File: src/rtl/cpu_cfg.svh
// Execute slice configuration
`ifndef CPU_CFG_SVH
`define CPU_CFG_SVH

// Register and bus data width
`define CPU_DATA_WIDTH 16

// Register file depth
`define CPU_REG_COUNT 16

// Register index width
`define CPU_REG_IDX_WIDTH $clog2(`CPU_REG_COUNT)

`endif

File: src/rtl/cpu_pkg.sv
// Execute slice types
`default_nettype none

`include "cpu_cfg.svh"

package cpu_pkg;

	typedef enum logic [3:0] {
		OP_ADD  = 4'd0,
		OP_SUB  = 4'd1,
		OP_NAND = 4'd2,
		OP_XOR  = 4'd3,
		OP_INC  = 4'd4,
		OP_SRA  = 4'd5,
		OP_SRL  = 4'd6,
		OP_SLL  = 4'd7,
		OP_LW   = 4'd8,
		OP_SW   = 4'd9,
		OP_LHB  = 4'd10,
		OP_LLB  = 4'd11,
		OP_B    = 4'd12,
		OP_CALL = 4'd13,
		OP_RET  = 4'd14,
		OP_ERR  = 4'd15
	} opcode_e;

	// Same encoding as the low opcode bits of the arithmetic group
	typedef enum logic [2:0] {
		ALU_ADD  = 3'd0,
		ALU_SUB  = 3'd1,
		ALU_NAND = 3'd2,
		ALU_XOR  = 3'd3,
		ALU_INC  = 3'd4,
		ALU_SRA  = 3'd5,
		ALU_SRL  = 3'd6,
		ALU_SLL  = 3'd7
	} alu_op_e;

	typedef struct packed {
		opcode_e                          opcode;
		logic [`CPU_REG_IDX_WIDTH-1:0] rd;
		logic [`CPU_REG_IDX_WIDTH-1:0] rs;
		logic [`CPU_REG_IDX_WIDTH-1:0] rt; // Also the INC immediate
	} instr_t;

	typedef struct packed {
		logic    reg_write;
		alu_op_e alu_op;
		logic    alu_src;    // Immediate as operand B
		logic    rt_from_rd; // Port 2 reads rd
		logic    load_half;
		logic    half_high;  // LHB when set
	} ctrl_t;

	typedef struct packed {
		logic                       cyc;
		logic                       stb;
		logic                       we;
		logic [4:0]                 adr;
		logic [`CPU_DATA_WIDTH-1:0] dat;
	} wb_req_t;

	typedef struct packed {
		logic                       ack;
		logic                       err;
		logic [`CPU_DATA_WIDTH-1:0] dat;
	} wb_rsp_t;

endpackage

`default_nettype wire

File: src/rtl/control_decoder.sv
// Opcode control decoder
`default_nettype none

module control_decoder (
	input  cpu_pkg::opcode_e opcode,
	output cpu_pkg::ctrl_t   ctrl,
	output logic             illegal
);

	import cpu_pkg::*;

	always_comb begin
		ctrl    = '0;
		illegal = 1'b0;

		case (opcode)
			// Register-register arithmetic and shifts
			OP_ADD,
			OP_SUB,
			OP_NAND,
			OP_XOR,
			OP_SRA,
			OP_SRL,
			OP_SLL: begin
				ctrl.reg_write = 1'b1;
				ctrl.alu_op    = alu_op_e'(opcode[2:0]);
			end

			OP_INC: begin
				ctrl.reg_write = 1'b1;
				ctrl.alu_op    = ALU_INC;
				ctrl.alu_src   = 1'b1; // 4-bit immediate in rt
			end

			// Half loads merge into the old rd value
			OP_LHB: begin
				ctrl.reg_write  = 1'b1;
				ctrl.rt_from_rd = 1'b1;
				ctrl.load_half  = 1'b1;
				ctrl.half_high  = 1'b1;
			end

			OP_LLB: begin
				ctrl.reg_write  = 1'b1;
				ctrl.rt_from_rd = 1'b1;
				ctrl.load_half  = 1'b1;
			end

			// No memory, stack or branch unit in this slice
			OP_LW,
			OP_SW,
			OP_B,
			OP_CALL,
			OP_RET,
			OP_ERR: begin
				illegal = 1'b1;
			end

			default: begin
				illegal = 1'b1;
			end
		endcase
	end

endmodule

`default_nettype wire

File: src/rtl/register_file.sv
// Sixteen-entry register file
`default_nettype none

`include "cpu_cfg.svh"

module register_file (
	input  logic                          clk,
	input  logic                          reset,
	input  logic [`CPU_REG_IDX_WIDTH-1:0] rs_idx,
	input  logic [`CPU_REG_IDX_WIDTH-1:0] rt_idx,
	input  logic [`CPU_REG_IDX_WIDTH-1:0] wr_idx,
	input  logic [`CPU_REG_IDX_WIDTH-1:0] rd_idx,
	input  logic                          wr_en,
	input  logic [`CPU_DATA_WIDTH-1:0]    wr_data,
	output logic [`CPU_DATA_WIDTH-1:0]    rs_data,
	output logic [`CPU_DATA_WIDTH-1:0]    rt_data,
	output logic [`CPU_DATA_WIDTH-1:0]    rd_data
);

	logic [`CPU_DATA_WIDTH-1:0] regs [`CPU_REG_COUNT];

	always_ff @(posedge clk) begin
		if (reset) begin
			for (int i = 0; i < `CPU_REG_COUNT; i++) begin
				regs[i] <= '0;
			end
		end else if (wr_en) begin
			regs[wr_idx] <= wr_data;
		end
	end

	// Instruction operands
	assign rs_data = regs[rs_idx];
	assign rt_data = regs[rt_idx];

	assign rd_data = regs[rd_idx]; // Bus read port

endmodule

`default_nettype wire

File: src/rtl/alu_writeback.sv
// ALU and half-load writeback
`default_nettype none

`include "cpu_cfg.svh"

module alu_writeback (
	input  cpu_pkg::ctrl_t                ctrl,
	input  cpu_pkg::instr_t               instr,
	input  logic [`CPU_DATA_WIDTH-1:0]    rs_data,
	input  logic [`CPU_DATA_WIDTH-1:0]    rt_data,
	output logic [`CPU_DATA_WIDTH-1:0]    result
);

	import cpu_pkg::*;

	logic [`CPU_DATA_WIDTH-1:0] operand_b;
	logic [`CPU_DATA_WIDTH-1:0] alu_result;
	logic [3:0]                 shamt;
	logic [7:0]                 imm_byte;

	// Zero-extended rt field for INC
	assign operand_b = ctrl.alu_src ?
		{{(`CPU_DATA_WIDTH - `CPU_REG_IDX_WIDTH){1'b0}}, instr.rt} : rt_data;

	assign shamt    = operand_b[3:0];
	assign imm_byte = {instr.rs, instr.rt}; // Low instruction byte

	always_comb begin
		case (ctrl.alu_op)
			ALU_ADD,
			ALU_INC:  alu_result = rs_data + operand_b;
			ALU_SUB:  alu_result = rs_data - operand_b;
			ALU_NAND: alu_result = ~(rs_data & operand_b);
			ALU_XOR:  alu_result = rs_data ^ operand_b;
			ALU_SRA:  alu_result = $signed(rs_data) >>> shamt;
			ALU_SRL:  alu_result = rs_data >> shamt;
			ALU_SLL:  alu_result = rs_data << shamt;
			default:  alu_result = '0;
		endcase
	end

	// Old rd value arrives on rt_data for the half loads
	always_comb begin
		if (ctrl.load_half) begin
			if (ctrl.half_high) begin
				result = {imm_byte, rt_data[7:0]};
			end else begin
				result = {rt_data[`CPU_DATA_WIDTH-1:8], imm_byte};
			end
		end else begin
			result = alu_result;
		end
	end

endmodule

`default_nettype wire

File: src/rtl/wb_exec_port.sv
// Wishbone instruction and register port
`default_nettype none

`include "cpu_cfg.svh"

module wb_exec_port (
	input  logic                          clk,
	input  logic                          reset,
	input  cpu_pkg::wb_req_t              req,
	output cpu_pkg::wb_rsp_t              rsp,
	output cpu_pkg::instr_t               instr,
	input  cpu_pkg::ctrl_t                ctrl,
	input  logic                          illegal,
	output logic                          wr_en,
	input  logic [`CPU_DATA_WIDTH-1:0]    rd_data,
	output logic [`CPU_REG_IDX_WIDTH-1:0] rd_idx
);

	import cpu_pkg::*;

	logic pending;
	logic new_xfer;
	logic instr_sel;
	logic reject;

	// Response cycle blocks re-sampling of a held request
	assign pending   = rsp.ack | rsp.err;
	assign new_xfer  = req.cyc & req.stb & ~pending;
	assign instr_sel = ~req.adr[4];

	// Illegal opcode, or a read of the write-only instruction port
	assign reject = instr_sel & (illegal | ~req.we);

	assign instr  = instr_t'(req.dat);
	assign rd_idx = req.adr[`CPU_REG_IDX_WIDTH-1:0];

	assign wr_en = new_xfer & instr_sel & req.we & ~illegal & ctrl.reg_write;

	always_ff @(posedge clk) begin
		if (reset) begin
			rsp <= '0;
		end else begin
			rsp.ack <= new_xfer & ~reject;
			rsp.err <= new_xfer & reject;
			if (new_xfer && !instr_sel) begin
				rsp.dat <= rd_data; // Register read data
			end
		end
	end

endmodule

`default_nettype wire

File: src/rtl/exec_core_top.sv
// Execute slice top level
`default_nettype none

`include "cpu_cfg.svh"

module exec_core_top (
	input  logic             clk,
	input  logic             reset,
	input  cpu_pkg::wb_req_t wb_req,
	output cpu_pkg::wb_rsp_t wb_rsp
);

	import cpu_pkg::*;

	instr_t                        instr;
	ctrl_t                         ctrl;
	logic                          illegal;
	logic                          wr_en;
	logic [`CPU_REG_IDX_WIDTH-1:0] rt_idx;
	logic [`CPU_REG_IDX_WIDTH-1:0] rd_idx;
	logic [`CPU_DATA_WIDTH-1:0]    rs_data;
	logic [`CPU_DATA_WIDTH-1:0]    rt_data;
	logic [`CPU_DATA_WIDTH-1:0]    rd_data;
	logic [`CPU_DATA_WIDTH-1:0]    result;

	assign rt_idx = ctrl.rt_from_rd ? instr.rd : instr.rt; // Half loads read rd

	wb_exec_port i_port (
		.clk     (clk),
		.reset   (reset),
		.req     (wb_req),
		.rsp     (wb_rsp),
		.instr   (instr),
		.ctrl    (ctrl),
		.illegal (illegal),
		.wr_en   (wr_en),
		.rd_data (rd_data),
		.rd_idx  (rd_idx)
	);

	control_decoder i_decoder (
		.opcode  (instr.opcode),
		.ctrl    (ctrl),
		.illegal (illegal)
	);

	register_file i_regfile (
		.clk     (clk),
		.reset   (reset),
		.rs_idx  (instr.rs),
		.rt_idx  (rt_idx),
		.wr_idx  (instr.rd),
		.rd_idx  (rd_idx),
		.wr_en   (wr_en),
		.wr_data (result),
		.rs_data (rs_data),
		.rt_data (rt_data),
		.rd_data (rd_data)
	);

	alu_writeback i_alu (
		.ctrl    (ctrl),
		.instr   (instr),
		.rs_data (rs_data),
		.rt_data (rt_data),
		.result  (result)
	);

endmodule

`default_nettype wire

File: config.mk
export PLATFORM = sky130hd
export DESIGN_NAME = exec_core_top
export DESIGN_NICKNAME = d
export VERILOG_FILES = /design/src/rtl/cpu_pkg.sv /design/src/rtl/control_decoder.sv /design/src/rtl/register_file.sv /design/src/rtl/alu_writeback.sv /design/src/rtl/wb_exec_port.sv /design/src/rtl/exec_core_top.sv
export VERILOG_INCLUDE_DIRS = /design/src /design/src/rtl
export SDC_FILE = /design/constraint.sdc
export NUM_CORES = 1
export LEC_CHECK = 0
export BUFFER_PORTS_ARGS = -buffer_cell sky130_fd_sc_hd__buf_2
export CAP_MARGIN = 30
export CORE_MARGIN = 5
export CORE_UTILIZATION = 35
export DETAILED_ROUTE_END_ITERATION = 8
export PLACE_DENSITY_LB_ADDON = 0.3
export SLEW_MARGIN = 0
export SYNTH_ARGS = -nofsm -noshare
export SYNTH_HDL_FRONTEND = slang
export SYNTH_SLANG_ARGS = --single-unit
File: constraint.sdc
create_clock -name clk -period 15 [get_ports clk]
set_clock_uncertainty 0.2 [all_clocks]
set_input_delay 0.75 -clock clk [delete_from_list [all_inputs] [get_ports clk]]
set_output_delay 0.75 -clock clk [all_outputs]
set_load 0.005 [all_outputs]
======== After elaboration in Yosys (flattened, before gate mapping) ========
Memory sizes are Yosys's and may differ from the RTL's. A register that Yosys moved wholly into a read port is not among the register bits.
Cells that the tools add are included.
word-level totals
  bits in registers ....................... 2
  memory bits (writable) .................. 256
  bits of input ports ..................... 26
  logic and storage cells ................. 77
  memories ................................ 1
operators by class
  add/subtract/negate cells ............... 2
  eq/ne operators ......................... 22
  shift-type cells ........................ 3
  mux-type cells .......................... 19
  bitwise operators ....................... 19
  reduce and logical (&&, ||, !) cells .... 9
memory list
  memory          words  bits a word  read ports  clocked after memory_dff  wr ports  line                 RTL
  i_regfile.regs  16     16           3           1                         16        register_file.sv:20  logic [`CPU_DATA_WIDTH-1:0] regs [`CPU_REG_COUNT];
operator list
  kind                                            number
  case mux 16 bit (7 select lines)                1
  two-way mux 16 bit                              4
  == test 4 bit (second input constant)           8
  adder 16 bit                                    1
  AND 16 bit                                      1
  == test 4 x 3 -> 1 bit (second input constant)  4
  NOT 16 bit                                      1
  OR reduction 16 bit                             1
  << shifter 16 x 4 -> 16 bit                     1
  right shift 16 x 4 -> 16 bit                    1
  >>> shifter 16 x 4 -> 16 bit                    1
  subtractor 16 bit                               1
  XOR 16 bit                                      1
  == test 3 bit (second input constant)           4
  two-way mux 1 bit                               10
  OR reduction 10 bit                             1
  AND 1 bit                                       9
  == test 4 x 2 -> 1 bit (second input constant)  2
  two-way mux 4 bit                               2
  OR reduction 7 bit                              1
  == test 3 x 2 -> 1 bit (second input constant)  2
  case mux 3 bit (2 select lines)                 1
  OR reduction 6 bit                              1
  NOT 1 bit                                       5
  8 further kinds                                 10

======== Depth between registers and ports, before layout ========
Gate-level depths: netlist of the first run.
  depth after elaboration ................. 12
  depth in mapped cells ................... 30
  depth with buffers taken out ............ 23

======== Cells and area by module ========
From an unflattened synthesis of the first run, not the netlist that was laid out.
second synthesis, totals
  cell total of the unflattened synthesis .. 1,645
  area, all modules ....................... 19,997.9 µm²
by module, submodules not included
  module           times used  cells each  area an instance (µm²)  seq. area each (µm²)
  register_file    1           996         15,265.9                7,687.4
  alu_writeback    1           536         3,621.0                 0.0
  wb_exec_port     1           99          983.4                   360.3
  control_decoder  1           10          82.6                    0.0
  exec_core_top    1           4           45.0                    0.0

======== Worst setup path before layout of the first run ========
Ideal clock, no wire load.
  kind .................................... input port to flip-flop
  start ................................... input wb_req[10] (netlist name)
  end ..................................... memory i_regfile.regs[3][12] (netlist name) (data pin)
  library setup time ...................... 0.266 ns
  arrival time ............................ 6.279 ns
  setup slack ............................. 8.256 ns
  cell stages on the path ................. 28
  path buffers ............................ 7
  cells stage by stage .................... buf_4 -> and4b_1 -> buf_2 -> a21o_1 -> buf_6 -> mux4_2 -> a2111oi_0 -> a41oi_1 -> a21o_1 -> buf_6 -> buf_4 -> buf_6 -> ha_1 -> mux2i_1 -> fa_1 -> a21o_1 -> a21oi_1 -> o21ai_0 -> a31oi_1 -> o21ai_0 -> a21o_1 -> a21oi_1 -> xor2_1 -> a21oi_1 -> a221o_1 -> a22oi_1 -> buf_2 -> nor2_1
RTL lines
  item         line                 RTL
  from (decl)  exec_core_top.sv:9   input cpu_pkg::wb_req_t wb_req,
  to (decl)    register_file.sv:20

==> results.md, run 1 <==
* CTS clock-pin slew for the worst setup and hold paths at 60 ps
* Reg2Reg Depth at 22
* First DRT Iteration DRCs at 2022
* Clock power frac at 31.9%
* Met1 GRT Util at between 30% and 40%
* GP Congestion at between 0.9 and 1
* Worst Path Arrival at between 8000 and 9000 ps
* CP Depth at 24
* Post-Syn Area at around 20000 µm²
* Status: complete, no violations
* DP Wirelength at ~52 mm
* DRT Wirelength at 79.33 mm
* Vias per cell at approximately 6.4
* Fin cells at about 2500
* Reg area at 8048 µm²
* RR Endpoint: i_regfile.regs[12][15]
* P per Cell Area at between 100 and 150 nW/µm²
* Fin crit period at just under 9000 ps
* Core Footprint at around 58000 µm²
* Worst-Margin Slew at roughly 1000 ps
* Largest net degree at the start of global routing at 48
* Final-layout fill cell count at ~5500
* Rel. slew slack at between 30 and 40%
* Tcrit/Tclk final at between 50% and 60%
* CP max stage delay at 740 ps
* Global Route Usage Sum at roughly a quarter
* Pins Over Slew Limit at 0
* Area of the multi-input gates at roughly 12000 µm²
* Synth top cells by count: nor2_1, edfxtp_1, mux4_2
* I/O pins at 44
* Syn. warnings at 0
* Final net count at 1798
* CP startpoint kind: primary input
* CTS tree: done
* CTS Sinks at 274
* Post-CTS Setup Inserts at 0
* DRT antenna net count at 0
* Vias in the first global route at about 16000
* Post-synth top flop: edfxtp_1
* Router iterations before antenna repair at 6
* Die ar. at between 60000 and 70000 µm²
* Worst-skew pair later-pin latency at between 500 and 600 ps
* Row cnt at between 80 and 90
* HP Start: wb_req[20]
* First-pass GRT wire length at about 110 mm
* Maximum level of the CTS H-tree at 1
* Share of layout cells above drive strength 1 at a little under a quarter
* Share of the synthesized area in the top cell type at 37.73%
* Sequential share of power at between 30% and 40%
* M2 GR Usage at about two fifths
* Die Ht at roughly 250 µm
* Final hold slack at roughly 210 ps
* Hold-fix buffers, CTS at 0
* Die width at approximately 250 µm
* Tot Pwr at approximately 0.0025 W
* Avg Cell Area, Syn at about 12 µm²
* Seq cells post-synth at 274
* PostCTS Resize Cnt at 0
* Grt total ovfl at 0
* Area leader, netlist: edfxtp_1
* Fraction of registers with async set/reset at 0%
* WP buf/inv at 4
* Hold Crit Class: primary input to flip-flop
* Post-synth EDFFs at about 260
* Data required, critical path at between 15000 and 20000 ps
* Initial Utilization at 35.31%
* Most numerous cell in the Yosys netlist: nor2_1
* Net switching power at 0.0008543 W
* Layout area overhead at 9.900%
* Sw Ratio at between 30% and 40%
* R2r setup slk at around 8200 ps
* Pleak at between 8 and 9 nW
* Cells after DPL at 2468
* Setup violations, final at 0
* Vias at ~16000
* Root buf cell: clkbuf_16
* Max Freq at between 100 and 150 MHz
* Worst setup EP type: flip-flop
* Buffers on Ports at between 40 and 50
* Max stage delay cell, worst path: mux2_2
* Family with the most delay on the worst path: compound AO/OA/AOI/OAI gates
* Worst setup endpoint: i_regfile.regs[12][15]
* Fin. Hold Viols at 0
* Number of CTS-inserted buffers at 29
* Clk buf depth at 3
* Comb power frac at about a third
* Crit-path max FO at 38
* Top cell by count, worst path: o21ai_0
* Syn Nets at between 1500 and 2000
* Critical-path cell list: buf_2, nand3b_4, buf_4, mux2_2, a2111oi_0, a2111oi_0, a41oi_1, a21o_1, buf_4, clkinv_4, nor2_2, nand2_1, nand2_1, xor2_1, ha_1, o21ai_0, a21oi_1, o21ai_0, o31ai_1, o41ai_1, o21ai_0, xor3_1, a2bb2oi_2, nor2_1
* Kind of critical path: primary input to flip-flop
* Global route hottest layer: met2
* Unique cell type count in the Yosys netlist at 80
* Int Pwr at between 0.0015 and 0.002 W
* Met3 Resource Use GR at under 10%
* RSZ-0062 raised after global routing: no
* Max IR drop VDD at roughly 100 µV
* Max-cap violations at 0
* Final TNS setup at 0 ps
* Initial antenna violation count at 1
* Crit. Startpoint: wb_req[14]
* Cells after Synth at 1753
* Top cells by area, synth: edfxtp_1, mux4_2, mux2i_1, nor2_1, nand2_1
* Sequential element share of the synthesized area at between 30% and 40%
* R2R Path Start: i_regfile.regs[3][1]
* Drt drc at 0
* Wire length per cell at between 30 and 40 µm
worst min-delay path by stage:
stage          cells past startpoint             end  slack (ps)
2_1_floorplan                      2   i_port.rsp[0]         290
3_3_place_gp                       2   i_port.rsp[1]         270
3_5_place_dp                       2   i_port.rsp[1]         280
4_1_cts                            2  i_port.rsp[16]         190
5_1_grt                            2  i_port.rsp[16]         230
6_report                           2  i_port.rsp[16]         210
cells in the final DEF, fill, tap and decap left out, types with 17 or more instances in the layout:
cell,count
nand3_1,30
o21ai_0,51
dfxtp_1,18
ha_1,37
a211oi_1,21
mux2_2,17
nor2b_1,17
mux4_2,206
buf_2,39
clkbuf_16,29
nand2_1,142
a21oi_1,53
buf_4,67
nor2_1,301
xnor2_1,17
nand2b_1,20
nor3_1,29
inv_1,29
edfxtp_1,256
mux2i_1,147
per-layer routing:
| layer | share of wire (%) | up-vias | wire, µm |
|---|---|---|---|
| li1 | - | 6715 | - |
| met1 | 37 | 8179 | 29470 |
| met2 | 47 | 1092 | 37070 |
| met3 | 10 | 262 | 7953 |
| met4 | 6.1 | 0 | 4838 |
| met5 | 0 | - | 0 |
power by group through the flow:
stage	clock, W	combinational (W)	sequential [W]
6_report	0.000781	0.000788	0.000882
5_1_grt	0.000816	0.000828	0.000885
4_1_cts	0.000785	0.000773	0.000881
3_5_place_dp	0	0.000768	0.000897
3_3_place_gp	0	0.000760	0.000895
2_1_floorplan	0	0.000526	0.000889
through the flow:
| stage | util (%) | cell area, µm² | setup WS (ps) |
|---|---|---|---|
| 2_1_floorplan | - | 20370 | 8256 |
| 3_3_place_gp | 36.96 | 21320 | 6049 |
| 3_5_place_dp | 37.07 | 21390 | 6026 |
| 4_1_cts | 38.80 | 22390 | 6545 |
| 5_1_grt | 38.80 | 22390 | 5697 |
| 6_report | 38.81 | 22390 | 6283 |
area by class of cell:
| cell class | count | share of cell area [%] |
|---|---|---|
| well taps | 765 | 4.275 |
| repair buffers | 109 | 3.381 |
| clock inverters | 18 | 1.101 |
| clock buffers | 36 | 3.358 |
| multi-input cells | 1290 | 51.41 |
| diodes | 1 | 0.01118 |
| inverters | 30 | 0.5253 |
| flip-flops and latches | 274 | 35.94 |
flip-flops by register name (all words and copies together), names as in the netlist:
| name | cells |
|---|---|
| i_port.rsp | 18 |
| i_regfile.regs | 256 |
logic make-up (layout without fill, tap and decap cells):
logic type	count (synthesis)	in the layout	share of synthesized area [%]
simple gates	601	601	12.89
mux	372	372	31.03
flops	274	274	39.50
compound gates	252	252	8.616
buf+inv	189	193	4.354
fa+ha+maj	38	38	2.371
xor+xnor	27	27	1.234
other cells	0	1	0
worst reg2reg max path, stage by stage, from the launching register on:
cell and delay [ps]:
edfxtp_1 430, inv_1 90, a211oi_1 50, a2111oi_0 330, a2111oi_0 130, a41oi_1 480, a21o_1 210, buf_4 350
clkinv_4 330, nor2_2 420, nand2_1 150, nand2_1 140, xor2_1 160, ha_1 280, o21ai_0 150, a21oi_1 120
o21ai_0 390, o31ai_1 190, o41ai_1 540, o21ai_0 200, xor3_1 420, a2bb2oi_2 710, nor2_1 100
Note: power is estimated with default switching activity, not from simulation.
==> inputs of run 2 (changes only) <==
- clock period: 15 -> 7.25 ns (I/O delays scaled with it)
==> run 2 against run 1 <==
Sequential power grew 110%. Clock power grew 92%. Sequential share of layout area shrank 0.19 points. Global-route usage shrank 0.48 points. Non-clock buffer count grew 30. Via count grew 0.34%. Clock-buffer cell count shrank 5. Highest routed layer is now met5.
==> results.md, run 2 (synthesized netlist as in run 1, its figures left out) <==
* First DRT Iteration DRCs at 1989 (was 2022)
* Biggest regs: i_regfile.regs (256), i_port.rsp (18) (unchanged)
* First-pass GRT wire length at 112.0 mm (was 113.7 mm)
* Final net count at 1826 (was 1798)
* Buffers on Ports at 43 (unchanged)
* Hold Crit Class: primary input to flip-flop (unchanged)
* Max IR drop VDD at 165.2 µV (was 99.80 µV)
* Kind of critical path: primary input to flip-flop (unchanged)
* Post-CTS Setup Inserts at 0 (unchanged)
* Worst-Margin Slew at 1036 ps (was 995.3 ps)
* Crit-path max FO at 20 (was 38)
* Fin cells at 2546 (was 2523)
* Router iterations before antenna repair at 5 (was 6)
* Clock power frac at 30.2% (was 31.9%)
* Largest Register: i_regfile.regs (unchanged)
* GP Congestion at 0.9332 (was 0.9975)
* Global Route Usage Sum at 23.83% (was 24.31%)
* P per Cell Area at 220.4 nW/µm² (was 109.4 nW/µm²)
* Met2 WL at 35.73 mm (was 37.07 mm)
* Sequential share of power at 36.8% (was 36.0%)
* Tcrit/Tclk final at 93.02%
* Post-route cell area at 22510 µm² (was 22390 µm²)
* Cells after DPL at 2493 (was 2468)
* Pleak at 8.413 nW (was 8.308 nW)
* Vias at 16303 (was 16248)
* Max layer used: met5 (was met4)
* Worst setup EP type: flip-flop (unchanged)
* Data required, critical path at 7340 ps (was 15080 ps)
* Sw Ratio at 34.77% (was 34.87%)
* Die Ht at 251.3 µm (unchanged)
* Setup violations, final at 0 (unchanged)
* Net switching power at 0.001725 W (was 0.0008543 W)
* Pins Over Slew Limit at 0 (unchanged)
* Metal3 WL at 8.367 mm (was 7.953 mm)
* Vias in the first global route at 15928 (was 15887)
* Initial antenna violation count at 1 (unchanged)
* DRT Wirelength at 77.34 mm (was 79.33 mm)
* DRT antenna net count at 0 (unchanged)
* Max-cap violations at 0 (unchanged)
* Initial Utilization at 35.31% (unchanged)
* Core Footprint at 57700 µm² (unchanged)
* Fin. Hold Viols at 0 (unchanged)
* Root buf cell: clkbuf_16 (unchanged)
* Vias per cell at 6.403 (was 6.440)
* Status: complete, no violations (unchanged)
* CTS clock-pin slew for the worst setup and hold paths at 60 ps (about the same)
* Hold-fix buffers, CTS at 5 (was 0)
* Number of CTS-inserted buffers at 27 (was 29)
* Die ar. at 63130 µm² (unchanged)
* Row cnt at 88 (unchanged)
* PostCTS Resize Cnt at 0 (unchanged)
* Worst Path Arrival at 6840 ps (was 8800 ps)
* CTS Sinks at 274 (unchanged)
* Clk buf depth at 3 (unchanged)
* Drt drc at 0 (unchanged)
* Rel. slew slack at 30.66% (was 33.40%)
* CP startpoint kind: primary input (unchanged)
* Area post-placement at 21550 µm² (was 21390 µm²)
* Fin crit period at around 6700 ps
* Most frequent cells in the layout: nor2_1, edfxtp_1, mux4_2, mux2i_1, nand2_1 (unchanged)
* Number of diodes at 0 (was 1)
* Most common cell after layout, fill and taps aside: nor2_1 (unchanged)
* Grt total ovfl at 0 (unchanged)
* RSZ-0062 raised after global routing: no (unchanged)
* Die width at 251.3 µm (unchanged)
* Maximum level of the CTS H-tree at 1 (unchanged)
* DP Wirelength at 52.11 mm (was 52.22 mm)
* CTS tree: done (unchanged)
* Worst-skew pair later-pin latency at 570 ps (was 590 ps)
* Final TNS setup at 0 ps (unchanged)
* Metal-1 WL at 28.44 mm (was 29.47 mm)
* I/O pins at 44 (unchanged)
* Layout area overhead at 10.50% (was 9.900%)
* Largest net degree at the start of global routing at 37 (was 48)
* Share of layout cells above drive strength 1 at 24.76% (was 23.73%)
* Max FFs per register at 256 (unchanged)
* Comb power frac at 33.0% (was 32.2%)
* Max Freq at between 100 and 150 MHz
* Int Pwr at 0.003236 W (was 0.001596 W)
* Wire length per cell at 30.38 µm (was 31.44 µm)
-- run 2: cell types whose count changed in the layout (fill, tap and decap cells not counted), sizes merged --
cell and delta:
buf +25, bufinv -1, clkbuf -5, clkinv +1, diode -1, dlygate4sd3 +5
inv -1
-- run 2: critical path, stage by stage --
cell and delay [ps]:
buf_2 110, nand3b_4 400, mux2_2 580, a2111oi_0 570, nor4_2 170, a221oi_4 530
inv_1 260, nor3_1 580, a211oi_1 160, a21oi_1 270, ha_1 280, a21oi_1 120
o21ai_0 160, a31oi_1 280, o21ai_0 200, a21o_1 210, a21oi_1 240, xor2_1 180
a21oi_1 80, a221o_1 330, a22oi_1 380, buf_4 300, nor2_1 60
-- run 2: power by group through the flow --
stage	Clock (W)	Combinational, W	Sequential (W)
after detailed placement	0	0.00160	0.00186
after floorplan	0	0.00109	0.00184
final	0.00150	0.00164	0.00182
after global placement	0	0.00159	0.00185
after CTS	0.00152	0.00161	0.00182
after global routing	0.00158	0.00173	0.00183
-- run 2: through the flow --
step,hold WS [ps],setup slack (ps),util [%],power (W)
after floorplan,241.8,893.0,-,0.002927
after global placement,272.2,107.8,37.29,0.003445
after detailed placement,286.2,129.8,37.35,0.003452
after CTS,194.1,693.7,39.02,0.004944
after global routing,209.8,132.6,39.02,0.005137
final,179.1,505.9,39.02,0.004961
-- run 2: layout make-up --
class | instances | area, µm²
sequential | 274 | 8048
timing repair buffer | 139 | 978.4
clock inverter | 17 | 211.5
fill | 5505 | 35180
clock buffer | 31 | 700.7
tap | 765 | 957.2
multi-input combinational | 1290 | 11500
inverter | 30 | 117.6
-- run 2: final timing paths --
kind	depth (start not counted)	start	slack, ps	end
worst min register to register	2	i_port.rsp[8]	300	i_port.rsp[8]
worst min-delay path	2	reset	180	i_port.rsp[3]
worst max-delay path	23	wb_req[14]	510	i_regfile.regs[13][12]
worst max register to register	20	i_regfile.regs[13][0]	980	i_regfile.regs[13][12]
-- run 2: metal layers --
layer / vias to the layer above / global-route usage, %
li1: 6749 / -
met1: 8153 / 30.68
met2: 1152 / 38.19
met3: 247 / 4.956
met4: 2 / 12.35
met5: - / 0
==> inputs of run 3 (changes only) <==
- SKIP_CTS_REPAIR_TIMING: not set -> 1
- SYNTH_HIERARCHICAL: not set -> 1
==> run 3 against run 2 <==
Die area shrank 1.8%. Via count shrank 8.5%. Largest power group unchanged. Wire length shrank 7.9%. Setup slack gained 580 ps. Maximum frequency grew 9.5%. Critical path type unchanged. Cell count shrank 5.0%.
==> results.md, run 3 <==
* Status: complete, no violations (unchanged)
* Wire length per cell at 29.45 µm (was 30.38 µm)
* Most numerous cell in the Yosys netlist: edfxtp_1 (was nor2_1)
* Tot Pwr at 0.004756 W (was 0.004961 W)
* Seq cells post-synth at 274 (unchanged)
* Top cell by count, worst path: a21oi_1 (unchanged)
* Die Ht at 249.0 µm (was 251.3 µm)
* Sequential share of power at 38.2% (was 36.8%)
* Critical-path cell list: buf_2, and3b_2, mux2_2, mux4_2, a22oi_1, nand2_1, mux2i_4, buf_4, inv_2, nor3_2, o21ai_0, o31ai_1, a21oi_1, o21a_1, ha_1, a21oi_1, nand2_1, a21o_1, a21oi_1, a31oi_1, xnor2_1, o21ai_1, buf_4, and2_2 (was buf_2, nand3b_4, mux2_2, a2111oi_0, nor4_2, a221oi_4, inv_1, nor3_1, a211oi_1, a21oi_1, ha_1, a21oi_1, o21ai_0, a31oi_1, o21ai_0, a21o_1, a21oi_1, xor2_1, a21oi_1, a221o_1, a22oi_1, buf_4, nor2_1)
* Hold depth at 4 (was 2)
* First DRT Iteration DRCs at 1832 (was 1989)
* Initial Utilization at 35.40% (was 35.31%)
* GP Congestion at 0.9607 (was 0.9332)
* Worst Path Arrival at 6390 ps (was 6840 ps)
* Cells after Synth at 1645 (was 1753)
* Root buf cell: clkbuf_16 (unchanged)
* Int Pwr at 0.003115 W (was 0.003236 W)
* Share of layout cells above drive strength 1 at 25.65% (was 24.76%)
* Router iterations before antenna repair at 6 (was 5)
* Most frequent cells in the layout: edfxtp_1, and2_1, mux4_2, nand2_1, a22oi_1 (was nor2_1, edfxtp_1, mux4_2, mux2i_1, nand2_1)
* Vias per cell at 6.169 (was 6.403)
* First-pass GRT wire length at 102.3 mm (was 112.0 mm)
* Fin. Hold Viols at 0 (unchanged)
* Synth top cells by count: edfxtp_1, and2_1, mux4_2 (was nor2_1, edfxtp_1, mux4_2)
* Finished Core Util at 38.90% (was 39.02%)
* DP Wirelength at 47.76 mm (was 52.11 mm)
* Reg2Reg Depth at 21 (was 20)
* P per Cell Area at 216.4 nW/µm² (was 220.4 nW/µm²)
* Final-layout fill cell count at 5361 (was 5505)
* Data required, critical path at 7480 ps (was 7340 ps)
* CTS clock-pin slew for the worst setup and hold paths at 60 ps (about the same)
* Worst-skew pair later-pin latency at 570 ps (about the same)
* Largest net degree at the start of global routing at 55 (was 37)
* Main combinational cell family by area after synthesis: multiplexers (unchanged)
* Fraction of registers with async set/reset at 0% (unchanged)
* Core Footprint at 56500 µm² (was 57700 µm²)
* Final net count at 1698 (was 1826)
* Rel. slew slack at 26.89% (was 30.66%)
* Post-synthesis simple-gate area fraction at 16.84% (was 12.89%)
* RR Endpoint: i_regfile/regs[12][15] (was i_regfile.regs[13][12])
* Die width at 249.0 µm (was 251.3 µm)
* Setup violations, final at 0 (unchanged)
* Grt total ovfl at 0 (unchanged)
* Global Route Usage Sum at 21.99% (was 23.83%)
* Row cnt at 87 (was 88)
* Buffers on Ports at 43 (unchanged)
* Synth Area in Adders at 2.102% (was 2.371%)
* Worst-Margin Slew at 1097 ps (was 1036 ps)
* Worst setup EP type: flip-flop (unchanged)
* Hold Crit Class: primary input to flip-flop (unchanged)
* Clock power frac at 29.9% (was 30.2%)
* Fin crit period at 6160 ps (was 6744 ps)
* Crit-path max FO at 24 (was 20)
* Sequential element share of the synthesized area at 40.24% (was 39.50%)
* PnR worst setup slack at 1090 ps (was 505.9 ps)
* Max-cap violations at 0 (unchanged)
* Max IR drop VDD at 157.3 µV (was 165.2 µV)
* Share of the synthesized area in the top cell type at 38.44% (was 37.73%)
* Max stage delay cell, worst path: mux2_2 (unchanged)
* Biggest regs: i_regfile/regs (256), i_port/rsp (18) (was i_regfile.regs (256), i_port.rsp (18))
* Drt drc at 0 (unchanged)
* Syn Nets at 1704 (was 1817)
* CTS tree: done (unchanged)
* Pre-CTS setup slack at 755.7 ps (was 129.8 ps)
* Pins Over Slew Limit at 0 (unchanged)
* XOR/XNOR share of the synthesized area at 1.051% (was 1.234%)
* Net switching power at 0.001641 W (was 0.001725 W)
* Unique cell type count in the Yosys netlist at 78 (was 80)
* RSZ-0062 raised after global routing: no (unchanged)
* CP startpoint kind: primary input (unchanged)
* DRT antenna net count at 0 (unchanged)
* Max FFs per register at 256 (unchanged)
* Sw Ratio at 34.50% (was 34.77%)
* Kind of critical path: primary input to flip-flop (unchanged)
* R2r setup slk at 1630 ps (was 980 ps)
* Mux cell area share after synthesis at 26.50% (was 31.03%)
* Largest Register: i_regfile/regs (was i_regfile.regs)
* DRT Wirelength at 71.22 mm (was 77.34 mm)
* Layout area overhead at 9.904% (was 10.50%)
* Post-synth top flop: edfxtp_1 (unchanged)
* Die ar. at 62020 µm² (was 63130 µm²)
* Comb power frac at 31.9% (was 33.0%)
* Clk buf depth at 3 (unchanged)
* Avg Cell Area, Syn at 12.16 µm² (was 11.62 µm²)
* Pleak at 7.999 nW (was 8.413 nW)
* Family with the most delay on the worst path: compound AO/OA/AOI/OAI gates (unchanged)
* R2R Path Start: i_regfile/regs[3][0] (was i_regfile.regs[13][0])
* Hold EP: i_port/rsp[17] (was i_port.rsp[3])
* Syn. warnings at 6 (was 0)
* CP max stage delay at 790 ps (was 580 ps)
* Final TNS setup at 0 ps (unchanged)
* Maximum level of the CTS H-tree at 1 (unchanged)
* HP Start: wb_req[21] (was reset)
* Fin cells at 2418 (was 2546)
* Post-synth EDFFs at 256 (unchanged)
* Tcrit/Tclk final at 84.97% (was 93.02%)
* Initial antenna violation count at 1 (unchanged)
* Vias at 14917 (was 16303)
* Post-synthesis compound-gate area fraction at 9.141% (was 8.616%)
* Most common cell after layout, fill and taps aside: edfxtp_1 (was nor2_1)
* Max Freq at 162.3 MHz (was 148.3 MHz)
* Top cells by area, synth: edfxtp_1, mux4_2, and2_1, mux2i_1, a22oi_1 (was edfxtp_1, mux4_2, mux2i_1, nor2_1, nand2_1)
* WP buf/inv at 4 (was 3)
* Post-Syn Area at 20000 µm² (was 20370 µm²)
* I/O pins at 44 (unchanged)
* CTS Sinks at 274 (unchanged)
* Vias in the first global route at 14590 (was 15928)
* Area leader, netlist: edfxtp_1 (unchanged)
* Cells after DPL at 2360 (was 2493)
* Number of CTS-inserted buffers at 29 (was 27)
[run 3: changes by cell type after synthesis, sizes merged, moves of 22 or more]
cell   change
a22oi     +92
and2     +254
mux2i     -70
nand2     -22
nor2     -253
[run 3: cell families (layout without fill, tap and decap cells)]
group	after synthesis	count (layout)
flip-flops	274	274
buffers and inverters	174	190
XOR/XNOR	24	24
AND/OR/NAND/NOR	591	591
multiplexers	280	280
adder cells (fa/ha/maj)	33	33
other	0	1
AO/OA/AOI/OAI	269	269
[run 3: final cells by class]
class,count,area (µm²),area share [%]
clock buffer,38,759.5,3.456
timing repair buffer,125,897.1,4.082
multi-input combinational,1197,11160,50.79
clock inverter,15,118.9,0.5408
tap,756,945.9,4.304
inverter,12,45.04,0.2049
antenna,1,2.502,0.01139
sequential,274,8048,36.62
[run 3: worst max path at each step]
stage          startpoint                     end  depth (start not counted)
6_report       wb_req[15]  i_regfile/regs[12][15]                         24
5_1_grt        wb_req[15]   i_regfile/regs[3][15]                         24
4_1_cts        wb_req[15]  i_regfile/regs[12][15]                         24
3_5_place_dp   wb_req[15]  i_regfile/regs[12][11]                         23
3_3_place_gp   wb_req[15]  i_regfile/regs[12][12]                         24
2_1_floorplan  wb_req[15]  i_regfile/regs[12][11]                         26
[run 3: tightest hold or removal path: stages]
cell,delay [ps]
buf_2,90
nor2b_1,140
nor2_1,100
nor3_1,60
[run 3: stage by stage]
step	cell area [µm²]	hold slack, ps
6_report	21980	47.16
5_1_grt	21980	74.55
4_1_cts	21940	-205.6
3_5_place_dp	21060	258.8
3_3_place_gp	21010	256.2
2_1_floorplan	20000	241.0
[run 3: power by group through the flow]
stage               clock [W]  sequential (W)  combinational (W)
floorplan                   0         0.00183           0.000938
CTS                   0.00145         0.00181            0.00148
global route          0.00151         0.00182            0.00159
detailed placement          0         0.00185            0.00147
finish                0.00142         0.00181            0.00152
global placement            0         0.00184            0.00146
[run 3: layer usage]
layer  routed length, µm  GRT usage [%]  share of wire, %
met3                8616          6.087                12
met5                   0              0                 0
met2               31340          33.39                44
met4                2106          5.754               3.0
met1               29160          31.33                41
